<file path="src/design/riscvPkg.sv">
// shared RV32I types for the single-cycle core
// opcodes, ALU functions, immediate formats and write-back sources
package riscvPkg;

	// plain 32-bit data word
	typedef logic [31:0] wordT;

	// register index, x0 to x31
	typedef logic [4:0] regIdxT;

	// major opcodes from idata[6:0]
	typedef enum logic [6:0] {
		RTYPE = 7'b0110011,
		ITYPE = 7'b0010011,
		LTYPE = 7'b0000011,
		STYPE = 7'b0100011,
		BTYPE = 7'b1100011,
		JALR  = 7'b1100111,
		JAL   = 7'b1101111,
		AUIPC = 7'b0010111,
		LUI   = 7'b0110111
	} opcodeT;

	// ALU functions
	// encoding follows {funct7[5], funct3} where that fits
	typedef enum logic [3:0] {
		ALU_ADD  = 4'b0000,
		ALU_SUB  = 4'b1000,
		ALU_SLL  = 4'b0001,
		ALU_SLT  = 4'b0010,
		ALU_SLTU = 4'b0011,
		ALU_XOR  = 4'b0100,
		ALU_SRL  = 4'b0101,
		ALU_SRA  = 4'b1101,
		ALU_OR   = 4'b0110,
		ALU_AND  = 4'b0111
	} aluOpT;

	// immediate layouts
	typedef enum logic [2:0] {
		IMM_I,
		IMM_S,
		IMM_B,
		IMM_U,
		IMM_J
	} immFmtT;

	// write-back source for rd
	typedef enum logic [1:0] {
		WB_ALU  = 2'b00,
		WB_LOAD = 2'b01,
		WB_PC4  = 2'b10,
		WB_IMM  = 2'b11
	} wbSelT;

endpackage
</file>
<file path="src/design/regFile.sv">
// 32-entry register file, x0 reads zero, x31 tapped out
`timescale 1ns/100ps

module regFile import riscvPkg::*; (
	input  logic   instr,
	input  logic   reset,
	input  regIdxT rs1,
	input  regIdxT rs2,
	input  regIdxT rd,
	input  logic   regWrite,
	input  wordT   regData,
	output wordT   rv1,
	output wordT   rv2,
	output wordT   x31
);

	wordT regs [0:31];

	// write port, x0 never written
	always_ff @(posedge instr) begin
		if (reset) begin
			for (int i = 0; i < 32; i++)
				regs[i] <= '0;
		end else if (regWrite && (rd != 5'd0)) begin
			regs[rd] <= regData;
		end
	end

	// two async read ports
	assign rv1 = (rs1 == 5'd0) ? '0 : regs[rs1];
	assign rv2 = (rs2 == 5'd0) ? '0 : regs[rs2];

	// observation tap
	assign x31 = regs[31];

endmodule

</file>
<file path="config.mk">
export PLATFORM = sky130hd
export DESIGN_NAME = regFile
export DESIGN_NICKNAME = d
export VERILOG_FILES = /design/src/design/riscvPkg.sv /design/src/design/regFile.sv
export SDC_FILE = /design/constraint.sdc
export NUM_CORES = 2
export LEC_CHECK = 0
export BUFFER_PORTS_ARGS = -buffer_cell sky130_fd_sc_hd__buf_2
export CAP_MARGIN = 10
export CORE_MARGIN = 3
export CORE_UTILIZATION = 60
export CTS_CLUSTER_DIAMETER = 120
export DETAILED_ROUTE_END_ITERATION = 10
export GPL_ROUTABILITY_DRIVEN = 0
export PLACE_DENSITY = 0.87
export SLEW_MARGIN = 30
export SYNTH_ARGS = -nofsm -noshare
export SYNTH_HDL_FRONTEND = slang
export SYNTH_SLANG_ARGS = --single-unit
</file>
<file path="constraint.sdc">
create_clock -name instr -period 3.88 [get_ports instr]
set_input_delay 0.776 -clock instr [delete_from_list [all_inputs] [get_ports instr]]
set_output_delay 0.776 -clock instr [all_outputs]
set_load 0.02 [all_outputs]
</file>
After elaboration in Yosys (flattened, before gate mapping)

Memory sizes are Yosys's and may differ from the RTL's.
Index checks and enable logic that the tools add are counted.

Muxes and demuxes: 10
Reduce and logical (&&, ||, !) cells: 5

Operators by type and width:

| kind                | count |
|---|---|
| 32-bit two-way mux  | 3 |
| 32-bit OR reduction | 1 |
| 5-bit zero test     | 2 |
| 1-bit two-way mux   | 6 |
| 5-bit two-way mux   | 1 |
| 5-bit nonzero test  | 1 |
| 1-bit logical AND   | 1 |

Flip-flop bits (word level): 0
Memory bits (writable): 1024
Output and inout bits: 96
Memories kept: 1

Memories:

| name | words | bits a word | rd ports | clocked after Yosys merged registers in | wr ports | line          | source |
|---|---|---|---|---|---|---|---|
| regs | 32    | 32          | 3        | 0                                       | 32       | regFile.sv:17 | `wordT regs [0:31];` |

Depth between registers and ports, before layout

Depth after elaboration: 7
Gate-level depth with buffers: 9
Mapped depth without buffers: 4

Least setup slack after synthesis

OpenSTA, ideal clock, no wires.

Path type: input to output
Start: in rs1[1]
End: out rv1[12]
Arrival time: 2.633 ns
Data required time: 3.104 ns
Setup slack: 0.471 ns
Stages on the path: 9
Path buffers: 5
Cell sequence: buf_2 > buf_6 > buf_6 > buf_4 > buf_2 > nor2_1 > a22oi_1 > a21oi_1 > nor4_1

Word-level cells in the longest chain between the ends: 2
Elaborated cells on any way between the ends: 3

RTL lines:

| item                                                         | line          | source |
|---|---|---|
| start: declaration                                           | regFile.sv:7  | `input regIdxT rs1,` |
| memory 32 x 32 bit / 5-bit zero test (equally long branches) | --            |  |
| 32-bit two-way mux (*)                                       | regFile.sv:30 | `assign rv1 = (rs1 == 5'd0) ? '0 : regs[rs1];` |
| end: declaration                                             | regFile.sv:12 | `output wordT rv1,` |

Every way passes the cells marked *; elsewhere a longest branch is shown, timed or not.

Worst setup path in the final report

Start: in rs2[3]
End: out rv2[17]

Word-level cells in the longest chain between the ends: 2
Elaborated cells on any way between the ends: 3

RTL lines:

| item                                                         | line          | source |
|---|---|---|
| start: declaration                                           | regFile.sv:8  | `input regIdxT rs2,` |
| memory 32 x 32 bit / 5-bit zero test (equally long branches) | --            |  |
| 32-bit two-way mux (*)                                       | regFile.sv:31 | `assign rv2 = (rs2 == 5'd0) ? '0 : regs[rs2];` |
| end: declaration                                             | regFile.sv:13 | `output wordT rv2,` |

Marks and branches as above.

==> results.cfg <==
[hold_path]
hp-class = in2reg
min_from = regData[20]
holdPathEnd = regs[17][20]$_SDFFCE_PN0P_
whs_path_depth = 2

[yosys]
synth_top_family_by_area = multiplexers
synth-edff-count = 1024
synth_cell_types = 41
synthArstFlopShare = 0
synth_xor_area_frac = 0
yosysSeqAreaShare = 0.569
synthSimpleGateAreaFrac = 0.133
synth-seq-cells = 1024
synthMuxAreaShare = 0.232
synth_fa_ha_area_frac = 0
synth_area_um2 = 54100
netlist_instances = 3492
synth_compound_area_frac = 0.0359
synth.avg_cell_area_um2 = 15.5
yosysWarnings = 0
synth_flop_cell = edfxtp_1

[global_routing]
grt_first_pass_wirelength_um = 250000
grt_util_all_layers = 0.370
grt_max_degree = 64
antenna_found_initial = 12
grt_pass1_vias = 37300
overflow = 0

[sta]
holdWs_ns = 0.703
hold_viol_final = 0
tns_ns = -0.173
setup_viol_count_final = 3
maxSlewHeadroom = 0.371
drv_slew = 0
max_freq_mhz = 252
finalCritPeriodShare = 1.02
setup_ws_ns = -0.0847
period_needed_ns = 3.96
tightest_slew_ns = 0.944

[power]
swShare = 0.251
intPower_mw = 20.0
p_per_area_nw_per_um2 = 438
seqPwrFrac = 0.493
ir_drop_uv = 420
combPwrFrac = 0.132
clkPwrFrac = 0.375
p_total_mw = 26.7
power_leakage_nw = 21.5
p_sw_mw = 6.69

[clocking]
clk_pin_slew_ns = 0.07
cts_resized = 6
cts_buffer_depth = 3
postCtsSetupBuffers = 0
ctsHtreeMaxLevel = 3
cts-hold-fix-buffers = 0
cts_buffers = 101
cts.sinks = 1024
root_buffer = clkbuf_16
cts_tree = built

[setup_path]
start_kind = input pin
max_stage_delay_ns = 0.51
endpoint_kind = output pin
worstPathCellList = buf_2, nor2b_4, buf_4, buf_4, a22o_1, a211oi_1, nor3_1, buf_2
critPathSlowestCell = nor3_1
critPathBufInv = 4
critPathKind = in2out
crit_required_ns = 3.10
critPathArrivalTime_ns = 3.19
worstPathMaxFanout = 21
path_delay_family = buffers and inverters

[route]
totalWireLength_um = 174000
initialDrtViolationCount = 6748
top_layer = met5
vias = 36700
m1WireLength_um = 53600
dr_wl_met2_um = 78300
drtPass1Iterations = 6
dr_wl_met3_um = 28600
ant_nets = 0
wl_per_cell_um = 35.6
avgViaCountPerCell = 7.49
post-route-drc-count = 0

[cells_and_area]
largest_register = regs
fin_util = 0.686
drive_above_1_share = 0.304
reg_top3 = regs x1024
nets = 3697
largest_register_ff_count = 1024
area_growth_pct = 12.8

[floorplanning]
top_level_ports = 146
rows = 109
die_w_um = 306
initial_core_util = 0.608
dieHeight_um = 306
die_area_um2 = 93800
core_um2 = 88900

[outcome]
outcome = finished with violations
violations = negative setup slack

[placed_design]
post-dp-hpwl_um = 105000
dp_slack_ns = -0.0999
io_buffers = 145

[flow_run]
max_cap_viol_count = 0
-- cells in the mapped netlist (all sizes together), types with 3 or more instances --
| library cell | instances | share of area |
|---|---|---|
| or3b | 3 | 0.00049 |
| nand2 | 8 | 0.00056 |
| and2 | 995 | 0.12 |
| clkbuf | 274 | 0.019 |
| a32o | 4 | 0.00074 |
| nand2b | 7 | 0.00081 |
| nor2b | 9 | 0.0010 |
| a22o | 51 | 0.0083 |
| nor2 | 37 | 0.0026 |
| nor4 | 5 | 0.00058 |
| o221ai | 26 | 0.0042 |
| and3 | 3 | 0.00035 |
| nand3b | 5 | 0.00069 |
| o211ai | 3 | 0.00042 |
| or2 | 33 | 0.0038 |
| o22ai | 79 | 0.0091 |
| buf | 107 | 0.012 |
| a211oi | 29 | 0.0040 |
| o211a | 3 | 0.00056 |
| mux4 | 474 | 0.20 |
| nand3 | 6 | 0.00056 |
| edfxtp | 1024 | 0.57 |
| a22oi | 17 | 0.0024 |
| a2111oi | 26 | 0.0042 |
| o21ai | 3 | 0.00028 |
| mux2i | 151 | 0.028 |
| nor3 | 54 | 0.0050 |
| mux2 | 31 | 0.0065 |
| a221oi | 3 | 0.00049 |
| a21oi | 13 | 0.0012 |
-- per-stage QoR --
stage                     std cells  cell area [um^2]
after floorplan                3523             54200
after global placement         4709             57600
after detailed placement       4709             57600
after CTS                      4895             60900
after global routing           4896             61000
final                          4902             61000
-- cells in the final DEF, fill, tap and decap left out, types with 12 or more instances in the layout --
master and instances:
edfxtp_1 1024, and2_1 994, mux4_2 474, buf_4 190
mux2i_1 151, buf_2 139, clkbuf_16 105, o22ai_1 78
buf_12 65, a22o_1 51, nor3_1 50, or2_2 33
conb_1 32, mux2_2 31, nor2_2 31, clkinv_1 29
a211oi_1 28, o221ai_1 26, a2111oi_0 20, clkinv_2 19
a22oi_1 17, a21oi_1 13, clkbuf_1 12, bufinv_16 12
-- power groups by stage --
stage                     logic (mW)  registers, mW  clock network [mW]
after global placement          3.30           13.3                   0
after floorplan                 2.07           13.2                   0
after CTS                       3.41           13.1                9.99
after detailed placement        3.37           13.4                   0
after global routing            3.59           13.2                10.4
final                           3.52           13.2                10.0
-- cell type report --
class                           count  area (um^2)
Fill cell                        5434        27900
Clock inverter                     69          637
Clock buffer                      117         2670
Sequential cell                  1024        30700
Inverter                            1         3.75
Timing Repair Buffer              402         3540
Multi-Input combinational cell   2117        21900
Antenna cell                        7         17.5
Tap cell                         1165         1460
-- kinds of logic (layout without fill, tap and decap cells) --
| group | after synthesis | after routing |
|---|---|---|
| flip-flops | 1024 | 1024 |
| multiplexers | 656 | 656 |
| buffers and inverters | 382 | 589 |
| AO/OA/AOI/OAI | 257 | 257 |
| other | 1 | 39 |
| AND/OR/NAND/NOR | 1172 | 1172 |
-- metal layers --
layer	vias to the layer above	global-route usage
met5	-	0
met4	6	0.240
met3	861	0.115
met2	3866	0.560
met1	18100	0.469
li1	13800	-
-- how the worst max path moves through the flow --
stage / cells after the start / to / from
floorplan: 9 / rv1[12] / rs1[1]
global placement: 8 / rv2[20] / rs2[0]
detailed placement: 8 / rv2[20] / rs2[0]
CTS: 8 / rv2[21] / rs2[0]
global route: 11 / rv2[14] / rs2[0]
finish: 8 / rv2[17] / rs2[3]
Note: power is estimated with default switching activity, not from simulation.
