$ cat config.mk
export PLATFORM = sky130hd
export DESIGN_NAME = aluUnit
export DESIGN_NICKNAME = d
export VERILOG_FILES = /design/src/design/riscvPkg.sv /design/src/design/aluUnit.sv
export SDC_FILE = /design/constraint.sdc
export NUM_CORES = 1
export LEC_CHECK = 0
export BUFFER_PORTS_ARGS = -buffer_cell sky130_fd_sc_hd__buf_2
export CAP_MARGIN = 20
export CELL_PAD_IN_SITES_DETAIL_PLACEMENT = 2
export CELL_PAD_IN_SITES_GLOBAL_PLACEMENT = 2
export CORE_ASPECT_RATIO = 0.7
export CORE_MARGIN = 3
export CORE_UTILIZATION = 33
export DETAILED_ROUTE_END_ITERATION = 6
export PLACE_DENSITY_LB_ADDON = 0.1
export SLEW_MARGIN = 10
export SYNTH_ARGS = -nofsm -noshare
export SYNTH_HDL_FRONTEND = slang
export SYNTH_SLANG_ARGS = --single-unit
$ cat constraint.sdc
create_clock -name vclk -period 4.52
set_input_delay 0.226 -clock vclk [all_inputs]
set_output_delay 0.226 -clock vclk [all_outputs]
set_load 0.01 [all_outputs]
$ cat src/design/riscvPkg.sv
// shared RV32I types for the single-cycle core
// opcodes, ALU functions, immediate formats and write-back sources
package riscvPkg;

	// plain 32-bit data word
	typedef logic [31:0] wordT;

	// register index, x0 to x31
	typedef logic [4:0] regIdxT;

	// major opcodes from idata[6:0]
	typedef enum logic [6:0] {
		RTYPE = 7'b0110011,
		ITYPE = 7'b0010011,
		LTYPE = 7'b0000011,
		STYPE = 7'b0100011,
		BTYPE = 7'b1100011,
		JALR  = 7'b1100111,
		JAL   = 7'b1101111,
		AUIPC = 7'b0010111,
		LUI   = 7'b0110111
	} opcodeT;

	// ALU functions
	// encoding follows {funct7[5], funct3} where that fits
	typedef enum logic [3:0] {
		ALU_ADD  = 4'b0000,
		ALU_SUB  = 4'b1000,
		ALU_SLL  = 4'b0001,
		ALU_SLT  = 4'b0010,
		ALU_SLTU = 4'b0011,
		ALU_XOR  = 4'b0100,
		ALU_SRL  = 4'b0101,
		ALU_SRA  = 4'b1101,
		ALU_OR   = 4'b0110,
		ALU_AND  = 4'b0111
	} aluOpT;

	// immediate layouts
	typedef enum logic [2:0] {
		IMM_I,
		IMM_S,
		IMM_B,
		IMM_U,
		IMM_J
	} immFmtT;

	// write-back source for rd
	typedef enum logic [1:0] {
		WB_ALU  = 2'b00,
		WB_LOAD = 2'b01,
		WB_PC4  = 2'b10,
		WB_IMM  = 2'b11
	} wbSelT;

endpackage
$ cat src/design/aluUnit.sv
// ALU for RV32I arithmetic, logic and shifts
// also evaluates the branch condition on rs1/rs2
`timescale 1ns/100ps

module aluUnit import riscvPkg::*; (
	input  wordT       opA,
	input  wordT       opB,
	input  aluOpT      aluOp,
	input  wordT       rv1,
	input  wordT       rv2,
	input  logic [2:0] funct3,
	output wordT       aluResult,
	output logic       branchTaken
);

	logic [4:0] shamt;

	// shifts only look at the low five bits
	assign shamt = opB[4:0];

	always_comb begin
		case (aluOp)
			ALU_ADD:  aluResult = opA + opB;
			ALU_SUB:  aluResult = opA - opB;
			ALU_SLL:  aluResult = opA << shamt;
			ALU_SLT:  aluResult = {31'b0, $signed(opA) < $signed(opB)};
			ALU_SLTU: aluResult = {31'b0, opA < opB};
			ALU_XOR:  aluResult = opA ^ opB;
			ALU_SRL:  aluResult = opA >> shamt;
			// arithmetic shift keeps the sign
			ALU_SRA:  aluResult = $signed(opA) >>> shamt;
			ALU_OR:   aluResult = opA | opB;
			ALU_AND:  aluResult = opA & opB;
			default:  aluResult = opA + opB;
		endcase
	end

	// branch compare, only consumed when the decoder flags a branch
	always_comb begin
		case (funct3)
			3'b000:  branchTaken = (rv1 == rv2);
			3'b001:  branchTaken = (rv1 != rv2);
			3'b100:  branchTaken = ($signed(rv1) < $signed(rv2));
			3'b101:  branchTaken = ($signed(rv1) >= $signed(rv2));
			3'b110:  branchTaken = (rv1 < rv2);
			3'b111:  branchTaken = (rv1 >= rv2);
			// 010 and 011 are not branches
			default: branchTaken = 1'b0;
		endcase
	end

endmodule

---- Yosys cells after proc, flatten, opt, wreduce, memory -nomap -nowiden ----
Cells that the tools add are included.
Widths: inputs -> output; s select.
storage, ports and cells
  logic and storage cells ................. 33
  flip-flop bits (word level) ............. 0
operators by class
  order comparisons ....................... 6
  add/subtract/negate cells ............... 2
  shifts and indexed selects .............. 3
  multiplexer cells ....................... 2
  reduce and logical (&&, ||, !) cells .... 1
  bitwise operators ....................... 3
  equal/unequal tests ..................... 16
operators with widths
  kind                count
  $pmux 32 s9         1
  $lt 32x32->1        4
  $ge 32x32->1        2
  $add 32x32->32      1
  $and 32x32->32      1
  $eq 32x32->1        1
  $ne 32x32->1        1
  $or 32x32->32       1
  $shl 32x5->32       1
  $shr 32x5->32       1
  $sshr 32x5->32      1
  $sub 32x32->32      1
  $xor 32x32->32      1
  $eq 4x3->1 const B  4
  $eq 3x3->1 const B  4
  $eq 4x2->1 const B  2
  $eq 4x4->1 const B  2
  $pmux 1 s6          1
  $eq 4x1->1 const B  1
  $eq 3x1->1 const B  1
  $logic_not 3->1     1

---- Depth between registers and ports, before layout ----
  depth in word-level cells ............... 2
  mapped depth ............................ 16
  gate-level depth less buffers ........... 14

---- Worst setup path before layout ----
OpenSTA, ideal clock, no wires.
  path kind ............................... input to output
  from .................................... input opB[2]
  to ...................................... output aluResult[26]
  arrival ................................. 3473 ps
  stages .................................. 15
  data required time ...................... 4294 ps
  path slack .............................. 821 ps
  cell sequence ........................... clkbuf_1 > inv_2 > buf_1 > buf_1 > ha_1 > nor2b_1 > o31ai_1 > a211oi_1 > o2111ai_2 > a211oi_2 > o211ai_2 > a21oi_1 > o41a_1 > o31ai_1 > or3_1
between the ends
  cells in the longest elaborated chain, start to end .. 2
RTL lines
  element                                       line                          text
  start: declaration                            aluUnit.sv:7                  input wordT opB,
  $add 32x32->32, or another cell as far along  aluUnit.sv:23, aluUnit.sv:34
  $pmux 32 s9 *                                 aluUnit.sv:22                 case (aluOp)
  end: declaration                              aluUnit.sv:12                 output wordT aluResult,
Every way passes the cells marked *; elsewhere a longest branch is shown, timed or not.

---- Final worst setup path ----
  from .................................... input opA[0]
  to ...................................... output aluResult[30]
between the ends
  cells in the longest elaborated chain, start to end .. 2
RTL lines
  element                                       line                          text
  start: declaration                            aluUnit.sv:6                  input wordT opA,
  $add 32x32->32, or another cell as far along  aluUnit.sv:23, aluUnit.sv:34
  $pmux 32 s9 *                                 aluUnit.sv:22
Marked as above.

==> impl_metrics.env <==
export IMPL_post_cts_resized_instances=0
export IMPL_finalCriticalPeriod_ns=4.11
export IMPL_rsz0062_at_grt="false"
export IMPL_num_clock_buffers=0
export IMPL_routed_via_count=11500
export IMPL_fill_cells=3446
export IMPL_fin_crit_sh_pct=90.9
export IMPL_drive_above_1_share_pct=19.8
export IMPL_cts_hold_buffers_added=0
export IMPL_sequentialPowerShare_pct=0
export IMPL_syn_num_nets=1608
export IMPL_synth_cell_area_um2=9440
export IMPL_place_hpwl_um=39000
export IMPL_initial_utilization_pct=33.8
export IMPL_coreArea_um2=27900
export IMPL_wl_per_cell_um=27.2
export IMPL_powerDensity_nw_per_um2=134
export IMPL_final_hold_viol_count=0
export IMPL_outcome="finished, final reports clean"
export IMPL_power_switching_uw=898
export IMPL_die_width_um=208
export IMPL_power_switching_share_pct=63.6
export IMPL_synth_seq_area_share_pct=0
export IMPL_avgSynthCellArea_um2=7.03
export IMPL_power_leakage_uw=0.00489
export IMPL_diodes=0
export IMPL_worstSetupEndpointType="output port"
export IMPL_gr_usage_all_layers_pct=30.9
export IMPL_grt_max_degree=74
export IMPL_finalSetupTns_ns=0
export IMPL_layout_cells_most_common_list="nor2_1, buf_2, inv_1"
export IMPL_cell_internal_pwr_uw=515
export IMPL_cp_data_required_time_ns=4.29
export IMPL_worst_ir_drop_vdd_v=0.000156
export IMPL_maximum_clock_frequency_ghz=0.243
export IMPL_timing_final_max_slew_violations=0
export IMPL_io_buffer_count=168
export IMPL_synthDominantCellAreaShare_pct=17.1
export IMPL_worst_hold_slack_ns=0.760
export IMPL_p_comb_share_pct=100.0
export IMPL_design_die_area_um2=30700
export IMPL_timing_max_slew_rel_slack_pct=37.4
export IMPL_final_seq_area_um2=0
export IMPL_antenna_violating_nets_post_route=0
export IMPL_yosys_warnings=0
export IMPL_grt_overflow_total=0
export IMPL_totalWireLength_um=49300
export IMPL_design_portCount=168
export IMPL_cts_setup_buffers=0
export IMPL_layout_cells_most_common="nor2_1"
export IMPL_critPathMaxFanout=6
export IMPL_first_global_vias=12000
export IMPL_dr_pass1_iters=7
export IMPL_grt_antenna_before_repair=1
export IMPL_die_height_um=147
export IMPL_pwr_share_clk_pct=0
export IMPL_placement_cell_area_um2=10600
export IMPL_synthTopCellsByArea="ha_1, mux4_2, nor2_1"
export IMPL_crit_path_start_kind="primary input"
export IMPL_finalSetupViolations=0
export IMPL_totalPowerFinal_uw=1410
export IMPL_gp_congestion=0.961
export IMPL_timing_worst_slew_pin_value_ns=0.938
export IMPL_design_final_nets=1711
export IMPL_post_drt_via_cell_ratio=6.35
export IMPL_rows=51
export IMPL_max_cap_viol_count=0
export IMPL_finish_instance_area_um2=10600
export IMPL_n_sequential_cell=0
export IMPL_setup_worst_path_class="in -> out"
export IMPL_critPathArrivalTime_ns=3.88
export IMPL_drt_iter0_drc=990
export IMPL_synth_cell_types=91
export IMPL_final_core_util_pct=37.8
export IMPL_multi_input_area_um2=8500
export IMPL_global_route_wire_length_before_repair_um=75300
export IMPL_netlist_top_cell_by_area="ha_1"
export IMPL_worstHoldPathCells=3
export IMPL_worstHoldPathType="in -> out"
export IMPL_post_route_drc_count=0
export IMPL_layout_area_overhead_vs_synth_pct=11.9
export IMPL_postSynthCellCount=1342
## Yosys cell counts (all sizes together), types with 3 or more instances
| library cell | n |
|---|---|
| a22oi | 20 |
| and3 | 3 |
| o2111ai | 10 |
| xor2 | 3 |
| o311ai | 5 |
| a21oi | 112 |
| nand4 | 12 |
| a21o | 29 |
| mux2 | 8 |
| o211ai | 20 |
| mux4 | 57 |
| clkbuf | 56 |
| or3 | 10 |
| nor4b | 3 |
| nand2 | 88 |
| nor2 | 176 |
| o221ai | 4 |
| nor2b | 11 |
| inv | 134 |
| a31oi | 14 |
| a221oi | 27 |
| a311o | 3 |
| o31ai | 11 |
| nor4 | 11 |
| o221a | 4 |
| nand2b | 15 |
| mux2i | 36 |
| or4 | 5 |
| or2 | 7 |
| o21a | 9 |
| o22ai | 8 |
| a211o | 7 |
| ha | 129 |
| nor3 | 31 |
| and2 | 3 |
| a221o | 7 |
| nand3 | 27 |
| o21bai | 15 |
| a211oi | 22 |
| buf | 40 |
| o21ai | 112 |
## power groups by stage
stage | sequential, µW | combinational (µW) | clock, µW
after global placement | 0 | 1340 | 0
after floorplan | 0 | 863 | 0
after CTS | 0 | 1390 | 0
final | 0 | 1410 | 0
after detailed placement | 0 | 1380 | 0
after global routing | 0 | 1530 | 0
## stage by stage
step | cells | setup slack (ns)
floorplan | 1342 | 0.821
global placement | 1814 | 0.583
detailed placement | 1814 | 0.537
CTS | 1814 | 0.513
global route | 1814 | 0.152
finish | 1814 | 0.409
## routing by layer
metal	share of wire, %	track usage [%]	vias up
met1	47	44.7	5779
met5	0.014	0	-
met4	2.8	7.71	2
met3	8.0	6.09	72
li1	-	-	5193
met2	42	47.1	477
## cells by family (layout without fill, tap and decap cells)
kind of cell	count (synthesis)	after routing	synth area share (%)
compound gates	467	467	33.4
simple gates	408	408	19.8
buf+inv	231	332	10.1
fa+ha+maj	131	131	17.5
mux	101	101	18.8
xor+xnor	4	4	0.371
## worst max-delay path, cell delays in order
cell,delay (ns)
buf_2,0.14
ha_1,0.31
inv_1,0.09
fa_1,0.42
nor2b_1,0.17
o31ai_1,0.14
a211oi_1,0.40
o2111ai_2,0.22
a211oi_2,0.41
o211ai_2,0.19
a31oi_1,0.48
o21ba_2,0.25
a21oi_1,0.06
or2_1,0.22
buf_2,0.14
## cell type report
| cell class | instances | area share, % |
|---|---|---|
| repair buffers | 197 | 10.3 |
| inverters | 135 | 4.80 |
| multi-input cells | 1111 | 80.5 |
| well taps | 371 | 4.40 |
## worst paths after layout
kind  slack [ns]      start            end
max         0.41     opA[0]  aluResult[30]
min         0.76  funct3[2]    branchTaken
No activity file was read; power rests on OpenSTA's default activity.
