## config.mk

```make
export PLATFORM = sky130hd
export DESIGN_NAME = instrDecoder
export DESIGN_NICKNAME = d
export VERILOG_FILES = /design/src/design/riscvPkg.sv /design/src/design/instrDecoder.sv
export SDC_FILE = /design/constraint.sdc
export NUM_CORES = 1
export LEC_CHECK = 0
export CAP_MARGIN = 10
export CORE_AREA = 8 8 45 47
export DETAILED_ROUTE_END_ITERATION = 12
export DIE_AREA = 0 0 53 55
export DONT_BUFFER_PORTS = 1
export GPL_TIMING_DRIVEN = 0
export PLACE_DENSITY = 0.84
export SETUP_SLACK_MARGIN = 0.15
export SYNTH_ARGS = -nofsm -noshare
export SYNTH_HDL_FRONTEND = slang
export SYNTH_SLANG_ARGS = --single-unit
```

## constraint.sdc

```tcl
create_clock -name vclk -period 2.5
set_input_delay 0.25 -clock vclk [all_inputs]
set_output_delay 0.25 -clock vclk [all_outputs]
set_load 0.005 [all_outputs]
```

## src/design/riscvPkg.sv

```systemverilog
// shared RV32I types for the single-cycle core
// opcodes, ALU functions, immediate formats and write-back sources
package riscvPkg;

	// plain 32-bit data word
	typedef logic [31:0] wordT;

	// register index, x0 to x31
	typedef logic [4:0] regIdxT;

	// major opcodes from idata[6:0]
	typedef enum logic [6:0] {
		RTYPE = 7'b0110011,
		ITYPE = 7'b0010011,
		LTYPE = 7'b0000011,
		STYPE = 7'b0100011,
		BTYPE = 7'b1100011,
		JALR  = 7'b1100111,
		JAL   = 7'b1101111,
		AUIPC = 7'b0010111,
		LUI   = 7'b0110111
	} opcodeT;

	// ALU functions
	// encoding follows {funct7[5], funct3} where that fits
	typedef enum logic [3:0] {
		ALU_ADD  = 4'b0000,
		ALU_SUB  = 4'b1000,
		ALU_SLL  = 4'b0001,
		ALU_SLT  = 4'b0010,
		ALU_SLTU = 4'b0011,
		ALU_XOR  = 4'b0100,
		ALU_SRL  = 4'b0101,
		ALU_SRA  = 4'b1101,
		ALU_OR   = 4'b0110,
		ALU_AND  = 4'b0111
	} aluOpT;

	// immediate layouts
	typedef enum logic [2:0] {
		IMM_I,
		IMM_S,
		IMM_B,
		IMM_U,
		IMM_J
	} immFmtT;

	// write-back source for rd
	typedef enum logic [1:0] {
		WB_ALU  = 2'b00,
		WB_LOAD = 2'b01,
		WB_PC4  = 2'b10,
		WB_IMM  = 2'b11
	} wbSelT;

endpackage
```

## src/design/instrDecoder.sv

```systemverilog
// instruction decoder for RV32I
// splits idata into register fields, immediate and control levels
`timescale 1ns/100ps

module instrDecoder import riscvPkg::*; (
	input  wordT       idata,
	output regIdxT     rs1,
	output regIdxT     rs2,
	output regIdxT     rd,
	output wordT       imm,
	output aluOpT      aluOp,
	output logic       aluSrcImm,
	output logic       aluSrcPc,
	output logic       regWrite,
	output wbSelT      wbSel,
	output logic       memWrite,
	output logic [1:0] memSize,
	output logic       memUnsigned,
	output logic       isBranch,
	output logic       isJal,
	output logic       isJalr,
	output logic [2:0] funct3
);

	opcodeT opcode;
	immFmtT immFmt;

	// funct3 plus the funct7[5] bit picks the ALU function
	function automatic aluOpT aluOpFor(input logic [2:0] f3, input logic alt);
		case (f3)
			3'b000:  return alt ? ALU_SUB : ALU_ADD;
			3'b001:  return ALU_SLL;
			3'b010:  return ALU_SLT;
			3'b011:  return ALU_SLTU;
			3'b100:  return ALU_XOR;
			3'b101:  return alt ? ALU_SRA : ALU_SRL;
			3'b110:  return ALU_OR;
			default: return ALU_AND;
		endcase
	endfunction

	// fixed field positions
	assign rd     = idata[11:7];
	assign funct3 = idata[14:12];
	assign rs1    = idata[19:15];
	assign rs2    = idata[24:20];
	assign opcode = opcodeT'(idata[6:0]);

	// load and store width straight from funct3
	assign memSize     = funct3[1:0];
	assign memUnsigned = funct3[2];

	// immediate by format, sign bit is always idata[31]
	always_comb begin
		case (immFmt)
			IMM_S:   imm = {{20{idata[31]}}, idata[31:25], idata[11:7]};
			IMM_B:   imm = {{20{idata[31]}}, idata[7], idata[30:25], idata[11:8], 1'b0};
			IMM_U:   imm = {idata[31:12], 12'b0};
			IMM_J:   imm = {{12{idata[31]}}, idata[19:12], idata[20], idata[30:21], 1'b0};
			default: imm = {{20{idata[31]}}, idata[31:20]};
		endcase
	end

	// control levels per opcode
	always_comb begin
		// defaults give no writes and pc + 4
		immFmt    = IMM_I;
		aluOp     = ALU_ADD;
		aluSrcImm = 1'b0;
		aluSrcPc  = 1'b0;
		regWrite  = 1'b0;
		wbSel     = WB_ALU;
		memWrite  = 1'b0;
		isBranch  = 1'b0;
		isJal     = 1'b0;
		isJalr    = 1'b0;
		case (opcode)
			RTYPE: begin
				aluOp    = aluOpFor(funct3, idata[30]);
				regWrite = 1'b1;
			end
			ITYPE: begin
				// bit 30 only selects SRAI, ADDI never subtracts
				aluOp     = aluOpFor(funct3, (funct3 == 3'b101) && idata[30]);
				aluSrcImm = 1'b1;
				regWrite  = 1'b1;
			end
			LTYPE: begin
				// address is rs1 + imm
				aluSrcImm = 1'b1;
				regWrite  = 1'b1;
				wbSel     = WB_LOAD;
			end
			STYPE: begin
				immFmt    = IMM_S;
				aluSrcImm = 1'b1;
				memWrite  = 1'b1;
			end
			BTYPE: begin
				immFmt   = IMM_B;
				isBranch = 1'b1;
			end
			JALR: begin
				// target from ALU, link is pc + 4
				aluSrcImm = 1'b1;
				regWrite  = 1'b1;
				wbSel     = WB_PC4;
				isJalr    = 1'b1;
			end
			JAL: begin
				immFmt   = IMM_J;
				regWrite = 1'b1;
				wbSel    = WB_PC4;
				isJal    = 1'b1;
			end
			AUIPC: begin
				immFmt    = IMM_U;
				aluSrcPc  = 1'b1;
				aluSrcImm = 1'b1;
				regWrite  = 1'b1;
			end
			LUI: begin
				immFmt   = IMM_U;
				regWrite = 1'b1;
				wbSel    = WB_IMM;
			end
			default: ;
		endcase
	end

endmodule

```

After elaboration in Yosys (flattened, before gate mapping)
Cells that the tools add are included.
- equal/unequal tests: 19
- multiplexer cells: 17
- reduce and logical (&&, ||, !) cells: 6
- operator list (kind ; count):
    $pmux 31 s4 ; 1
    $pmux 4 s7 ; 2
    $eq 7x6->1 const B ; 3
    $eq 7x7->1 const B ; 3
    $mux 4 ; 4
    $eq 7x5->1 const B ; 2
    $eq 3x2->1 const B ; 4
    $eq 3x3->1 const B ; 4
    $pmux 3 s4 ; 1
    $pmux 4 s2 ; 1
    $eq 7x2->1 const B ; 1
    $mux 1 ; 7
    $reduce_or 7->1 ; 1
    $eq 3x1->1 const B ; 2
    $pmux 2 s3 ; 1
    $reduce_or 5->1 ; 1
    $reduce_or 2->1 ; 2
    $logic_not 3->1 ; 1
    $logic_and 1x1->1 ; 1
- flip-flop bits (word level): 0
- bits of input ports: 32
- word-level logic and storage cells: 42

Depth between registers and ports, before layout
Gate-level depths: netlist of run 1.
- depth in word-level cells: 5
- gate-level depth with buffers: 4

Least setup slack after synthesis of run 1
No wires, ideal clock.
- kind: input to output
- from: in idata[3]
- to: out imm[12]
- arrival time: 1.274 ns
- slack: 0.976 ns
- cell stages on the path: 3
- cell sequence: or3b_4 -> a21oi_4 -> mux2_2
- word-level cells in the longest chain between the ends: 5
- RTL lines (what ; line ; source):
    start: declaration ; instrDecoder.sv:6 ; input wordT idata,
    $eq 7x6->1 / $eq 7x5->1 (equally long branches) ; instrDecoder.sv:77 ; case (opcode)
    $reduce_or 2->1 (no line) ; -- ;
    $pmux 3 s4 (*) ; instrDecoder.sv:77 ;
    $eq 3x3->1, or another cell as far along ; instrDecoder.sv:55 ; case (immFmt)
    $pmux 31 s4 (*) ; instrDecoder.sv:55 ;
    end: declaration ; instrDecoder.sv:10 ; output wordT imm,
Every way passes the cells marked *; elsewhere a longest branch is shown, timed or not.

Worst setup path after layout of run 1
- from: in idata[6]
- to: out imm[16]
The elaborated chain is that of the path after synthesis.

==> results_dict.tcl, run 1 <==
set metrics [dict create \
    relSlewSlack_pct 68.4 \
    n_sequential_cell 0 \
    required_ps 2250 \
    crit_chain "buf_2, nand4b_1, a21oi_4, mux2_2" \
    grt_overflow_total 0 \
    synth_nets 148 \
    synth_area_leaders "buf_4 (21%), mux2_2 (11%), a21o_1 (10%), nor2b_1 (6.3%), nand3_1 (5.0%)" \
    hold_viol_final 0 \
    maxCapViolCount 0 \
    irDropWorstVdd_uv 76.6 \
    finalCriticalPeriod_ps 1610 \
    synthToLayoutAreaGrowth_pct 2.51 \
    crit_fanout 10 \
    grt_first_pass_wirelength_um 3710 \
    grt_pass1_vias 846 \
    setup_tns_ps 0 \
    post_drt_wl_per_cell_um 20.9 \
    ios 98 \
    rows 14 \
    timing_worst_setup_path_type "input pin to output pin" \
    num_vias 850 \
    power_frac_seq_pct 0 \
    syn_area_um2 797 \
    fin_cells 132 \
    wirelength_um 2750 \
    syn_inst 116 \
    final_cell_mix "buf_4 (22), a21o_1 (11), nor2b_1 (8), nand3_1 (8), mux2_2 (8)" \
    firstDrtPassIters 4 \
    fmax_ghz 0.620 \
    cts_resized 0 \
    postCtsSetupRepairBufs 0 \
    layout-drive-gt1-share_pct 33.6 \
    avgSynthCellArea_um2 6.87 \
    hold_class "input pin to output pin" \
    slew_viol_final 0 \
    clkPwrFrac_pct 0 \
    synth_top_cell_by_area "buf_4" \
    core_area_um2 1380 \
    grt_max_degree 11 \
    viasPerCell 6.44 \
    yosysUniqueCellTypes 30 \
    numPortBuffers 0 \
    p_int_uw 55.2 \
    sw_frac_of_total_pct 50.9 \
    antennaDiodeCount 0 \
    ys_seq_area_share_pct 0 \
    yosysWarningCount 0 \
    combPwrFrac_pct 100.0 \
    cp_slowest_cell "mux2_2" \
    dieArea_um2 2920 \
    die_w_um 53 \
    dp_hpwl_um 2360 \
    antenna_found_initial 0 \
    yosys.area.top_type_share_pct 20.7 \
    dp.cells 132 \
    outcome "completed" \
    final_common_cell "buf_4" \
    tightestPinTransition_ps 473 \
    initial_core_util_pct 57.6 \
    critPathArrivalTime_ps 1360 \
    hold_buffers 0 \
    clockBufferCount 0 \
    end_kind "output pin" \
    detail-route-antenna-nets 0 \
    fp.dieH_um 55 \
    period_share_pct 64.5 \
    seq_area_um2 0 \
    final-setup-viol-count 0 \
    slowest_delay_ps 400 \
    grt.total_usage_pct 15.5 \
    power_switching_uw 57.3 \
    drt_iter0_markers 16 \
    pwr_density_cell_nw_per_um2 138 \
    rsz0062_at_grt "no" \
    gp_congestion 0.765 \
    start_kind "input pin" \
    drc_errors 0 \
    p_leak_uw 0.000352 \
    nets 150 \
]
-- cell usage after synthesis --
cell type  instances
nand3b_1           2
nand2_1            2
a21oi_4            1
o32ai_1            2
nand3_1            8
a211o_1            1
and2_1             3
nand2b_1           2
nor3b_1            2
buf_4             22
or3_1              1
nor2b_1            8
nand4bb_1          1
inv_1              2
and4bb_2           2
a2111oi_1          1
nand4_1            1
a21o_1            11
a211oi_1           1
or3b_4             1
a21oi_1            7
nor2_1             4
clkbuf_1           4
o31a_1             2
buf_2              5
o21ai_0            7
nor3_1             3
mux2_2             8
nor4_1             1
nand4b_1           1
-- stage by stage --
step | setup slack, ps | total power (µW) | instance area (µm²) | hold WS [ps] | utilization, %
floorplan | 976 | 95.7 | 797 | 581 | -
global placement | 912 | 111 | 817 | 585 | 59.0
detailed placement | 886 | 113 | 817 | 585 | 59.0
CTS | 886 | 113 | 817 | 585 | 59.0
global route | 818 | 124 | 817 | 585 | 59.0
finish | 886 | 112 | 817 | 583 | 59.0
-- power by group through the flow --
stage	clock network (µW)	logic, µW	registers, µW
final	0	112	0
after global routing	0	124	0
after CTS	0	113	0
after detailed placement	0	113	0
after global placement	0	111	0
after floorplan	0	95.7	0
-- critical path: cells and delay by family --
kind            cells  cell delay, ps
mux                 1             400
simple gates        1             180
buf+inv             1             190
compound gates      1             350
-- worst paths after layout --
path	startpoint	endpoint	slack [ps]	cells after the start
worst max-delay path	idata[6]	imm[16]	890	4
worst min-delay path	idata[15]	rs1[0]	580	1
-- final cells by class --
class / instances / area, µm²
multi-input cells: 83 / 584
inverters: 2 / 7.51
fillers: 148 / 567
well taps: 16 / 20.0
plain buffers: 31 / 205
-- routing by layer --
metal / GRT usage (%) / vias to the layer above / wire length, µm
li1: - / 398 / -
met1: 15.1 / 399 / 933
met2: 29.5 / 53 / 1400
met3: 8.82 / 0 / 419
met4: 0.431 / 0 / 0
met5: 0 / - / 0
-- cell families after synthesis --
kind of cell	synth area share, %
muxes	11.3
AOI/OAI and AO/OA	28.9
and+or+nand+nor	33.1
buffers and inverters	26.7
Note: power is estimated with default switching activity, not from simulation.
==> run 2, diff against run 1 <==
==> constraint.sdc (replaced) <==
create_clock -name vclk -period 1.65
set_input_delay 0.165 -clock vclk [all_inputs]
set_output_delay 0.165 -clock vclk [all_outputs]
set_load 0.005 [all_outputs]
==> run 2 against run 1 <==
Effect of this change: routed wire length is 1.3% lower; worst hold slack got worse by 170 ps; flip-flop and latch count unchanged; highest routed layer unchanged; non-clock buffer count up 1; utilization rose by 0.54 points; total power grew 51%; largest cell class unchanged; design area increased by 0.92%; sequential share of layout area did not move; cell count increased by 0.76%; critical endpoint unchanged.
==> results_dict.tcl, run 2 (synthesized netlist as in run 1, its figures left out) <==
set metrics [dict create \
    crit_fanout 9 \
    initial_core_util_pct 57.6 \
    required_ps 1480 \
    crit_family "simple AND/OR/NAND/NOR gates" \
    rows 14 \
    final_cell_mix "buf_4 (23), a21o_1 (11), nor2b_1 (8), nand3_1 (8), mux2_2 (8)" \
    firstDrtPassIters 5 \
    crit_chain "or3b_4, a21oi_4, mux2_2" \
    grt_max_degree 11 \
    drc_errors 0 \
    antennaDiodeCount 0 \
    seq_area_um2 0 \
    grt_overflow_total 0 \
    post_drt_wl_per_cell_um 20.4 \
    crit_cells 3 \
    fp.dieH_um 55 \
    outcome "completed" \
    dp_hpwl_um 2360 \
    antenna_found_initial 0 \
    grt_pass1_vias 846 \
    grt_first_pass_wirelength_um 3710 \
    synthToLayoutAreaGrowth_pct 3.45 \
    rsz0062_at_grt "no" \
    setup_tns_ps 0 \
    slew_viol_final 0 \
    ios 98 \
    wirelength_um 2720 \
    cp-startpoint "idata[3]" \
    start_kind "input pin" \
    clockBufferCount 0 \
    timing_worst_setup_path_type "input pin to output pin" \
    pwr_density_cell_nw_per_um2 206 \
    power_uw 170 \
    cts_resized 0 \
    num_vias 858 \
    relSlewSlack_pct 68.1 \
    period_share_pct 86.5 \
    numPortBuffers 0 \
    tightestPinTransition_ps 477 \
    core_area_um2 1380 \
    dpl_cell_area_um2 817 \
    crit_buf_inv 0 \
    cp_slowest_cell "or3b_4" \
    pre_cts_slack_ps 206 \
    drt_iter0_markers 13 \
    final_common_cell "buf_4" \
    hold_buffers 0 \
    viasPerCell 6.45 \
    die_w_um 53 \
    end_kind "output pin" \
    setup_ws_ps 223 \
    postCtsSetupRepairBufs 0 \
    grt.total_usage_pct 15.5 \
    gp_congestion 0.765 \
    irDropWorstVdd_uv 114 \
    hold_viol_final 0 \
    hold_class "input pin to output pin" \
    critPathArrivalTime_ps 1260 \
    dieArea_um2 2920 \
    final-setup-viol-count 0 \
    n_sequential_cell 0 \
    fmax_ghz 0.701 \
    layout-drive-gt1-share_pct 34.2 \
    p_leak_uw 0.000357 \
    nets 151 \
    maxCapViolCount 0 \
    finish.instance_area_um2 825 \
    crit_path_end "imm[16]" \
    finalCriticalPeriod_ps 1430 \
    detail-route-antenna-nets 0 \
    slowest_delay_ps 400 \
]
run 2: cell type report:
type / instances / area [µm²]
Fill cell: 145 / 559
Inverter: 2 / 7.51
Timing Repair Buffer: 1 / 7.51
Buffer: 31 / 205
Multi-Input combinational cell: 83 / 584
Tap cell: 16 / 20.0
run 2: per-layer routing:
metal,GRT usage (%),part of all wire (%),wire (µm)
met1,15.1,33,900
met2,29.5,51,1380
met3,8.82,16,434
met4,0.431,0,0
met5,0,0,0
run 2: report_power, final:
group,switching (µW),internal [µW]
clock,0,0
combinational,86.1,84.0
sequential,0,0
run 2: worst min path at each step:
stage	start	end	depth (start not counted)
after global placement	idata[19]	rs1[4]	1
after detailed placement	idata[31]	imm[31]	1
after CTS	idata[31]	imm[31]	1
final	idata[15]	rs1[0]	1
after global routing	idata[20]	rs2[0]	1
after floorplan	idata[12]	funct3[0]	1
run 2: metrics by stage:
stage	hold WS [ps]	std cells	utilization [%]
finish	413	133	59.6
global route	415	133	59.6
CTS	415	132	59.0
detailed placement	415	132	59.0
global placement	415	132	59.0
floorplan	411	116	-
