### src/design/riscvPkg.sv
// shared RV32I types for the single-cycle core
// opcodes, ALU functions, immediate formats and write-back sources
package riscvPkg;

	// plain 32-bit data word
	typedef logic [31:0] wordT;

	// register index, x0 to x31
	typedef logic [4:0] regIdxT;

	// major opcodes from idata[6:0]
	typedef enum logic [6:0] {
		RTYPE = 7'b0110011,
		ITYPE = 7'b0010011,
		LTYPE = 7'b0000011,
		STYPE = 7'b0100011,
		BTYPE = 7'b1100011,
		JALR  = 7'b1100111,
		JAL   = 7'b1101111,
		AUIPC = 7'b0010111,
		LUI   = 7'b0110111
	} opcodeT;

	// ALU functions
	// encoding follows {funct7[5], funct3} where that fits
	typedef enum logic [3:0] {
		ALU_ADD  = 4'b0000,
		ALU_SUB  = 4'b1000,
		ALU_SLL  = 4'b0001,
		ALU_SLT  = 4'b0010,
		ALU_SLTU = 4'b0011,
		ALU_XOR  = 4'b0100,
		ALU_SRL  = 4'b0101,
		ALU_SRA  = 4'b1101,
		ALU_OR   = 4'b0110,
		ALU_AND  = 4'b0111
	} aluOpT;

	// immediate layouts
	typedef enum logic [2:0] {
		IMM_I,
		IMM_S,
		IMM_B,
		IMM_U,
		IMM_J
	} immFmtT;

	// write-back source for rd
	typedef enum logic [1:0] {
		WB_ALU  = 2'b00,
		WB_LOAD = 2'b01,
		WB_PC4  = 2'b10,
		WB_IMM  = 2'b11
	} wbSelT;

endpackage
### src/design/pcUnit.sv
// program counter with next-address select
`timescale 1ns/100ps

module pcUnit import riscvPkg::*; #(
	parameter wordT resetAddr = 32'h0000_0000
) (
	input  logic instr,
	input  logic reset,
	input  logic isBranch,
	input  logic branchTaken,
	input  logic isJal,
	input  logic isJalr,
	input  wordT imm,
	input  wordT aluResult,
	output wordT iaddr
);

	wordT nextAddr;

	always_comb begin
		if (isJalr)
			// rs1 + imm with bit 0 dropped
			nextAddr = {aluResult[31:1], 1'b0};
		else if (isJal || (isBranch && branchTaken))
			nextAddr = iaddr + imm;
		else
			nextAddr = iaddr + 32'd4;
	end

	// one step per edge
	always_ff @(posedge instr) begin
		if (reset)
			iaddr <= resetAddr;
		else
			iaddr <= nextAddr;
	end

endmodule

### config.mk
export PLATFORM = sky130hd
export DESIGN_NAME = pcUnit
export DESIGN_NICKNAME = d
export VERILOG_FILES = /design/src/design/riscvPkg.sv /design/src/design/pcUnit.sv
export SDC_FILE = /design/constraint.sdc
export NUM_CORES = 1
export LEC_CHECK = 0
export BUFFER_PORTS_ARGS = -buffer_cell sky130_fd_sc_hd__buf_2
export CAP_MARGIN = 10
export CORE_MARGIN = 2
export CORE_UTILIZATION = 49
export DETAILED_ROUTE_END_ITERATION = 6
export GPL_ROUTABILITY_DRIVEN = 0
export HOLD_SLACK_MARGIN = 0.1
export PLACE_DENSITY = 0.78
export SLEW_MARGIN = 0
export SYNTH_ARGS = -nofsm -noshare
export SYNTH_HDL_FRONTEND = slang
export SYNTH_SLANG_ARGS = --single-unit
### constraint.sdc
create_clock -name instr -period 2.58 [get_ports instr]
set_input_delay 0.516 -clock instr [delete_from_list [all_inputs] [get_ports instr]]
set_output_delay 0.516 -clock instr [all_outputs]
set_load 0.01 [all_outputs]
== After elaboration in Yosys (flattened, before gate mapping) ==
Index checks and enable logic that the tools add are counted.

* Flip-flop bits (word level): 32
* Bits of input ports: 70
* Output and inout port bits: 32
* Logic and storage cells: 9

* Add/subtract/negate cells: 2
* Mux-type cells: 2
* Reductions and logical operators: 3

{| class="wikitable"
|+ Operators by type and width
! cell !! number
|-
| two-way mux 32 bit || 2
|-
| adder 32 x 3 -> 32 bit (second input constant) || 1
|-
| adder 32 bit || 1
|-
| OR reduction 2 bit || 1
|-
| logical AND 1 bit || 1
|-
| logical OR 1 bit || 1
|}

== Logic depth before layout (Yosys ltp) ==
Gate-level depths: netlist (run 1).

* Depth after elaboration: 4
* Gate-level depth with buffers: 9

== Worst setup path after synthesis (run 1) ==
Ideal clock, no wire load.

* Path type: in2reg
* Start point: input port imm[0]
* End point: register iaddr[10]
* Library setup time: 0.086 ns
* Arrival: 2.570 ns
* Data required time: 2.494 ns
* Slack: -0.076 ns
* Stages on the path: 9
* Path buffers: 0
* Cell sequence: ha_1 -> fa_1 -> a21o_1 -> a221o_1 -> o21a_1 -> a211oi_1 -> xnor2_1 -> mux2i_1 -> a211oi_1

* Longest elaborated chain between the ends: 3

{| class="wikitable"
|+ RTL lines
! item !! RTL line !! source
|-
| start, declared || pcUnit.sv:13 || <nowiki>input wordT imm,</nowiki>
|-
| adder 32 bit || pcUnit.sv:25 || <nowiki>nextAddr = iaddr + imm;</nowiki>
|-
| two-way mux 32 bit || pcUnit.sv:24 || <nowiki>else if (isJal || (isBranch && branchTaken))</nowiki>
|-
| two-way mux 32 bit || pcUnit.sv:21 || <nowiki>if (isJalr)</nowiki>
|-
| end signal, assigned || pcUnit.sv:33 || <nowiki>iaddr <= resetAddr;</nowiki>
|-
| end signal, assigned || pcUnit.sv:35 || <nowiki>iaddr <= nextAddr;</nowiki>
|-
| end, declared || pcUnit.sv:15 || <nowiki>output wordT iaddr</nowiki>
|}

Every way passes these cells.
A chain may end at the register's enable or synchronous reset.

== Worst setup path after layout (run 1) ==
* Start point: input port imm[12]
* End point: register iaddr[31]

Same word-level chain as after synthesis.

==> impl_metrics.yaml, run 1 <==
run_status:
  status: "complete, no violations"
floorplan:
  core_sq_mm: 0.00733
  core.rowCount: 31
  die_h_um: 91.4
  dieArea_sq_mm: 0.00835
  ios: 102
  fp.dieW_um: 91.4
  start_util_pct: 51.0
global_routing:
  grt_first_pass_wirelength_um: 20300
  grtUsageTotal_pct: 29.7
  grt_max_degree: 22
  first_global_vias: 4423
  antenna_found_initial: 0
  grt_overflow: 0
logic_synthesis:
  yosysSeqAreaShare_pct: 17.1
  syn_inst: 494
  synth_warnings: 0
  synth_xor_xnor_area_share_pct: 12.4
  synth.distinct_cells: 60
  synth_top_flop_cell: "dfxtp_1"
  synthMuxAreaShare_pct: 0.937
  synthAdderAreaFrac_pct: 11.2
  synth-edff-count: 0
  syn-cell-area_sq_mm: 0.00374
  synthSimpleGateAreaFrac_pct: 21.3
  syn_area_per_cell_sq_um: 7.57
  syn_nets: 597
  synth_seq_cells: 32
  synth_compound_area_share_pct: 31.4
  synth-async-reset-ratio_pct: 0
  synth_top_family_by_area: "compound AO/OA/AOI/OAI gates"
final_layout:
  final_cells: 743
  largestRegisters: "iaddr x31"
  area_growth_pct: 31.1
  drive_above_1_share_pct: 32.8
  regMostFlops: "iaddr"
  final_common_cell: "buf_2"
  largest_reg_flops: 31
  post-route-cell-area_sq_mm: 0.00490
  diodes: 0
  nets: 746
  final_cell_mix: "buf_2, buf_4, a21oi_1"
critical_path:
  max_stage_delay_ns: 0.40
  cpMaxStageDelayCell: "or3b_1"
  critPathRequiredTime_ns: 2.78
  crit_arrival_ns: 2.72
  crit_fanout: 3
  crit_path_start_kind: "input pin"
  crit_chain: "buf_2, ha_1, a211oi_2, nor2_1, or3b_1, a211oi_2, o41ai_2, buf_4, buf_4, and4b_1, nor4_1"
  critPathCaptureType: "flop"
  crit_family: "simple AND/OR/NAND/NOR gates"
  crit_buf_inv: 3
  crit_type: "in2reg"
sta:
  fin_crit_sh_pct: 97.5
  fin_tns_setup_ns: 0
  timing.fmax_mhz: 397
  worstMarginPinSlew_ns: 0.620
  min_period_ns: 2.52
  fin_ws_ns: 0.0632
  drv_slew: 0
  fin_skew_ns: 0.0158
  final_hold_viol_count: 0
  setup_viol: 0
  max_slew_margin_pct: 58.5
  rsz0062_at_grt: "no"
clocking:
  clk-insertion-delay-late_ns: 0.30
  clk_pin_slew_worst_paths_ns: 0.09
  cts_tree: "built"
  clock_path_buffers: 2
  cts_max_level: 2
  cts_buffers: 5
  clock-sinks: 32
  cts_root_buffer: "clkbuf_8"
routing:
  first_pass_iters: 6
  drtIter0Drc: 333
  drc: 0
  via_per_inst: 5.95
  vias: 4419
  route.antenna.remaining_nets: 0
  drt_wl_total_um: 12400
  wl_per_cell_um: 16.7
placement:
  dpl.hpwl_um: 9880
  dp_cells: 732
  numPortBuffers: 100
  dp_slack_ns: -0.343
  place_area_sq_mm: 0.00474
pwr:
  powerDensity_mw_per_mm2: 456
  power.leakage_nw: 2.27
  finalPower_w: 0.00224
  irDropWorstVdd_uv: 252
run:
  maxCapViolCount: 0
hold_path:
  min_path_type: "in2reg"
==> synthesized netlist by cell type, types with 3 or more instances <==
master | n | share of area [%]
buf_2 | 7 | 0.94
o211ai_1 | 7 | 1.4
xnor2_1 | 35 | 8.2
and3_1 | 12 | 2.0
or2_2 | 4 | 0.67
clkbuf_1 | 15 | 1.5
nor3_1 | 12 | 1.6
buf_6 | 3 | 0.90
ha_1 | 32 | 11
a21oi_1 | 51 | 6.8
dfxtp_1 | 32 | 17
a211oi_2 | 4 | 1.3
nand4_1 | 16 | 2.7
o21ai_0 | 14 | 1.9
nand3_1 | 14 | 1.9
a31oi_1 | 5 | 0.84
a21o_1 | 13 | 2.6
xor2_1 | 18 | 4.2
inv_1 | 11 | 1.1
o221ai_1 | 10 | 2.3
a221o_1 | 3 | 0.80
o21a_1 | 5 | 1.0
o21bai_1 | 7 | 1.4
nor2_1 | 43 | 4.3
a221oi_1 | 7 | 1.6
o21ai_1 | 6 | 0.80
nand2_1 | 49 | 4.9
buf_4 | 5 | 1.0
a211oi_1 | 15 | 3.0
==> through the flow <==
stage | util (%) | hold slack (ns)
2_1_floorplan | - | 0.561
3_3_place_gp | 64.6 | 0.536
3_5_place_dp | 64.6 | 0.557
4_1_cts | 66.5 | 0.416
5_1_grt | 66.9 | 0.425
6_report | 66.9 | 0.410
==> cells by family after synthesis <==
| kind of cell | Yosys count |
|---|---|
| buffers and inverters | 42 |
| XOR/XNOR | 53 |
| flip-flops | 32 |
| AND/OR/NAND/NOR | 164 |
| adder cells (fa/ha/maj) | 33 |
| multiplexers | 3 |
| AO/OA/AOI/OAI | 167 |
==> tightest hold or removal path: stages <==
cell	delay (ns)
buf_2	0.07
nand2_1	0.04
o221ai_1	0.05
==> metal layers <==
metal / share of wire (%) / track usage, % / wire length [um] / up-vias
met5: 0 / 0 / 0 / -
met4: 2.2 / 9.47 / 278 / 0
met3: 6.9 / 3.49 / 860 / 32
met2: 48 / 52.9 / 5940 / 219
met1: 43 / 37.1 / 5360 / 2024
li1: - / - / - / 2144
==> cell type report <==
cell class	count	area [sq um]
Sequential cell	32	643
Clock inverter	3	18.8
Clock buffer	5	68.8
Fill cell	626	2430
Timing Repair Buffer	173	1050
Inverter	11	41.3
Multi-Input combinational cell	420	2960
Tap cell	99	124
==> where the power goes <==
part	leakage (nW)	switching, W	internal (W)
clock network	0.0479	0.000233	0.000189
logic	1.96	0.000647	0.000565
registers	0.267	0.0000576	0.000547
==> timing repair <==
| action | 4_1_cts | 5_1_grt |
|---|---|---|
| resized for setup | 6 | 6 |
| buffers inserted | 2 | 1 |
| setup endpoints to repair | 3 | 14 |
| endpoints found under the hold margin | 0 | 0 |
| pin swaps | 4 | 9 |
| hold buffers | 0 | 0 |
==> final timing paths <==
path                                    start        end  slack [ns]  depth (start not counted)
worst max-delay path                  imm[12]  iaddr[31]        0.06                         11
worst min-delay path            aluResult[19]  iaddr[19]        0.41                          3
worst max register to register      iaddr[12]  iaddr[31]        0.08                         10
worst min register to register      iaddr[19]  iaddr[19]        0.65                          2
Note: power is estimated with default switching activity, not from simulation.
==> run 2, diff against run 1 <==
==> constraint.sdc (replaced) <==
create_clock -name instr -period 2.58 [get_ports instr]
set_input_delay 0.258 -clock instr [delete_from_list [all_inputs] [get_ports instr]]
set_output_delay 0.258 -clock instr [all_outputs]
set_load 0.01 [all_outputs]
==> impl_metrics.yaml, run 2 (same netlist as run 1, synthesis figures left out) <==
routing:
  wl_per_cell_um: 17.2
  vias: 4322
  drtIter0Drc: 386
  first_pass_iters: 5
  drc: 0
  route.antenna.remaining_nets: 0
  drt_wl_total_um: 12200
  via_per_inst: 6.09
run_status:
  status: "complete, no violations"
critical_path:
  critPathCaptureType: "flop"
  crit_fanout: 4
  crit_path_start_kind: "flop"
  max_stage_delay_ns: 0.39
  cpMaxStageDelayCell: "a221o_1"
  crit_type: "reg2reg"
  critPathRequiredTime_ns: 2.75
  crit_chain: "ha_2, fa_2, a21o_1, a221o_1, o21a_1, a31oi_1, xnor2_1, a211oi_1, nor3_1"
  crit_arrival_ns: 2.63
final_layout:
  fill_cells: 679
  largest_reg_flops: 31
  utilization_pct: 63.0
  seq_area_sq_um: 641
  drive_above_1_share_pct: 28.6
  largestRegisters: "iaddr x31"
  final_cell_mix: "buf_2, a21oi_1, nand2_1"
  multi_input_area_sq_mm: 0.00293
  final_common_cell: "buf_2"
  regMostFlops: "iaddr"
  area_growth_pct: 23.6
  final_cells: 710
  nets: 714
  diodes: 0
floorplan:
  dieArea_sq_mm: 0.00835
  start_util_pct: 51.0
  ios: 102
  die_h_um: 91.4
  core_sq_mm: 0.00733
  fp.dieW_um: 91.4
  core.rowCount: 31
clocking:
  clk_pin_slew_worst_paths_ns: 0.08
  cts_tree: "built"
  cts_root_buffer: "clkbuf_8"
  clock_path_buffers: 2
  cts_max_level: 2
  cts_hold_buf: 0
  clock-sinks: 32
  clk-insertion-delay-late_ns: 0.30
  cts_buffers: 5
global_routing:
  grt_first_pass_wirelength_um: 19700
  grt_max_degree: 24
  grtUsageTotal_pct: 28.8
  grt_overflow: 0
  first_global_vias: 4172
  antenna_found_initial: 0
pwr:
  powerDensity_mw_per_mm2: 460
  power.leakage_nw: 2.10
  irDropWorstVdd_uv: 260
placement:
  dpl.hpwl_um: 9470
  numPortBuffers: 100
  dp_slack_ns: -0.105
  dp_cells: 702
sta:
  fin_tns_setup_ns: 0
  max_slew_margin_pct: 58.6
  final_hold_viol_count: 0
  drv_slew: 0
  holdWs_ns: 0.165
  timing.fmax_mhz: 406
  worstMarginPinSlew_ns: 0.619
  rsz0062_at_grt: "yes"
  fin_skew_ns: 0.0128
  fin_crit_sh_pct: 95.6
  min_period_ns: 2.47
  setup_viol: 0
  fin_ws_ns: 0.114
hold_path:
  min_path_type: "in2reg"
run:
  maxCapViolCount: 0
-- run 2: power by group --
part	switching (W)	internal [W]	total [W]	leakage, nW
Combinational	0.000626	0.000502	0.00113	1.79
Clock	0.000212	0.000184	0.000396	0.0410
Sequential	0.0000558	0.000547	0.000603	0.266
-- run 2: worst max-delay path: cells and delay by family (launching register included) --
kind	cells	cell delay [ns]
compound gates	5	1.32
fa+ha+maj	2	0.53
flops	1	0.32
xor+xnor	1	0.08
simple gates	1	0.08
-- run 2: final cells by class --
class / instances / share of cell area [%]
multi-input combinational: 420 / 63.4
tap: 99 / 2.68
sequential: 32 / 13.9
inverter: 11 / 0.893
timing repair buffer: 141 / 17.5
clock buffer: 6 / 1.57
clock inverter: 1 / 0.108
-- run 2: metrics by stage --
stage / instance area (sq um) / power, W
2_1_floorplan: 3740 / 0.00137
3_3_place_gp: 4500 / 0.00167
3_5_place_dp: 4500 / 0.00170
4_1_cts: 4580 / 0.00209
5_1_grt: 4620 / 0.00225
6_report: 4620 / 0.00213
-- run 2: metal layers --
metal	track usage [%]	part of all wire [%]
met1	37.2	42
met2	48.4	48
met3	4.23	7.8
met4	10.9	2.5
met5	0	0
-- run 2: final timing paths --
kind / from / end / slack [ns] / depth (start not counted)
hold reg to reg: flop / flop / 0.66 / 3
setup / recovery: flop / iaddr[12] / 0.11 / 9
setup reg to reg: flop / iaddr[12] / 0.11 / 9
hold / removal: aluResult[21] / iaddr[21] / 0.17 / 3
-- run 2: what timing repair did --
action,in CTS,in global routing
pin swaps,0,7
hold endpoints to repair,0,0
buffers inserted,0,1
endpoints found under the setup margin,2,12
resized for setup,2,8
==> run 3, diff against run 2 <==
Settings changed: ABC_AREA set to 1, CORE_UTILIZATION 49 to 51, PLACE_DENSITY 0.78 to 0.79.
==> impl_metrics.yaml, run 3 <==
run_status:
  status: "complete, no violations"
clocking:
  clock-sinks: 32
  clk-insertion-delay-late_ns: 0.29
  clk_pin_slew_worst_paths_ns: 0.07
  post_cts.repair.setup_buffers: 0
  cts_resized: 0
  clock_path_buffers: 2
  cts_tree: "built"
  cts_hold_buf: 0
  cts_buffers: 5
  cts_max_level: 2
  cts_root_buffer: "clkbuf_8"
floorplan:
  core_sq_mm: 0.00868
  ios: 102
  dieArea_sq_mm: 0.00968
  core.rowCount: 34
  start_util_pct: 52.3
  die_h_um: 98.4
  fp.dieW_um: 98.4
final_layout:
  diodes: 0
  largest_reg_flops: 31
  drive_above_1_share_pct: 16.5
  final_common_cell: "nand2_1"
  largestRegisters: "iaddr x31"
  final_cell_mix: "nand2_1, inv_1, buf_2"
  area_growth_pct: 16.5
  post-route-cell-area_sq_mm: 0.00529
  regMostFlops: "iaddr"
  nets: 1056
  utilization_pct: 61.0
hold_path:
  min_path_type: "in2reg"
  min-delay-start: "reset"
  hold_path_depth: 2
logic_synthesis:
  synth_top_area_share_pct: 24.8
  synth.area.top_cells: "nand2_1, dfxtp_1, inv_1, ha_1, a21oi_1"
  synth-async-reset-ratio_pct: 0
  syn_inst: 849
  yosys-top-cells-count: "nand2_1, inv_1, nor2_1"
  yosys.area.top_type: "nand2_1"
  syn-cell-area_sq_mm: 0.00454
  synth.distinct_cells: 36
  synth_compound_area_share_pct: 15.7
  synthAdderAreaFrac_pct: 9.26
  synth_seq_cells: 32
  synth_top_family_by_area: "simple AND/OR/NAND/NOR gates"
  synth.most_common_cell: "nand2_1"
  synth-edff-count: 0
  syn_nets: 952
  synth_xor_xnor_area_share_pct: 2.31
  synth_warnings: 0
  synthSimpleGateAreaFrac_pct: 45.3
  syn_area_per_cell_sq_um: 5.35
  synth_top_flop_cell: "dfxtp_1"
  synthMuxAreaShare_pct: 0
  yosysSeqAreaShare_pct: 14.1
global_routing:
  antenna_found_initial: 0
  gr-usage-met1_pct: 42.0
  grtUsageTotal_pct: 31.0
  grt_overflow: 0
  top_usage_layer: "met2"
  grt_max_degree: 33
  first_global_vias: 5087
  grtUsageMet3_pct: 3.94
  grt_first_pass_wirelength_um: 24200
  gr-usage-met2_pct: 50.2
critical_path:
  crit_buf_inv: 0
  ff2ff_setup_slack_ns: 0.44
  crit_start: "iaddr[23]"
  r2r_cells: 9
  crit_fanout: 6
  crit_path_start_kind: "flop"
  cpMaxStageDelayCell: "ha_1"
  critPathCaptureType: "flop"
  cp.depth: 9
  crit_chain: "ha_1, nand2_1, nor2_1, nand2_1, nor2_1, nand2_1, nand3_1, nand3_1, a21oi_1"
  rr_startpoint: "iaddr[23]"
  crit_arrival_ns: 2.37
  max_stage_delay_ns: 0.45
  crit_family: "simple AND/OR/NAND/NOR gates"
  critPathRequiredTime_ns: 2.80
  crit_type: "reg2reg"
  reg2reg_to: "iaddr[25]"
  crit_top_cell: "nand2_1"
placement:
  dpl.hpwl_um: 12200
  numPortBuffers: 100
  place_area_sq_mm: 0.00520
pwr:
  powerDensity_mw_per_mm2: 395
  irDropWorstVdd_uv: 197
  power.leakage_nw: 3.03
  finalPower_w: 0.00209
routing:
  via_per_inst: 5.29
  vias: 5617
  drc: 0
  drtIter0Drc: 414
  first_pass_iters: 5
  drt_wl_total_um: 14900
  route.antenna.remaining_nets: 0
  wl_per_cell_um: 14.0
sta:
  drv_slew: 0
  fin_skew_ns: 0.00692
  worstMarginPinSlew_ns: 1.18
  fin_crit_sh_pct: 83.1
  max_slew_margin_pct: 21.3
  rsz0062_at_grt: "no"
  fin_tns_setup_ns: 0
  timing.fmax_mhz: 466
  final_hold_viol_count: 0
  min_period_ns: 2.14
  setup_viol: 0
run:
  maxCapViolCount: 0
run 3: cell count changes after synthesis, moves of 15 or more:
| cell | change |
|---|---|
| o21ai_0 | +29 |
| inv_1 | +127 |
| nand3_1 | +37 |
| a211oi_1 | -15 |
| nand2_1 | +251 |
| xnor2_1 | -31 |
| a21oi_1 | +23 |
| nor2_1 | +32 |
run 3: cells by family (layout without fill, tap and decap cells):
logic type                 Yosys count  count (layout)
AOI/OAI and AO/OA                  135             135
xor gates and xnor gates            12              12
adders and majority gates           33              33
buffers and inverters              158             263
DFF                                 32              32
and+or+nand+nor                    479             479
run 3: power breakdown:
part / switching (W) / leakage (nW) / internal, W
clock: 0.000199 / 0.0455 / 0.000218
combinational: 0.000663 / 2.72 / 0.000384
sequential: 0.0000820 / 0.267 / 0.000543
run 3: layer usage:
metal / share of wire, % / vias up
met5: 0 / -
met4: 3.6 / 0
met3: 9.4 / 43
met2: 43 / 241
met1: 44 / 2454
li1: - / 2879
run 3: metrics by stage:
| step | setup slack (ns) | std cells | hold WS (ns) |
|---|---|---|---|
| 2_1_floorplan | 0.753 | 849 | 0.337 |
| 3_3_place_gp | 0.534 | 1054 | 0.462 |
| 3_5_place_dp | 0.512 | 1054 | 0.462 |
| 4_1_cts | 0.525 | 1062 | 0.154 |
| 5_1_grt | 0.290 | 1062 | 0.169 |
| 6_report | 0.435 | 1062 | 0.159 |
run 3: layout make-up:
type	count	area, sq um
Clock buffer	8	90.1
Fill cell	923	3390
Inverter	143	537
Multi-Input combinational cell	659	3300
Sequential cell	32	641
Tap cell	108	135
Timing Repair Buffer	112	591
run 3: worst max-delay path by stage:
| stage | to | slack, ns |
|---|---|---|
| after global placement | iaddr[8] | 0.53 |
| after floorplan | iaddr[8] | 0.75 |
| final | iaddr[25] | 0.44 |
| after global routing | iaddr[24] | 0.29 |
| after CTS | iaddr[24] | 0.52 |
| after detailed placement | iaddr[28] | 0.51 |
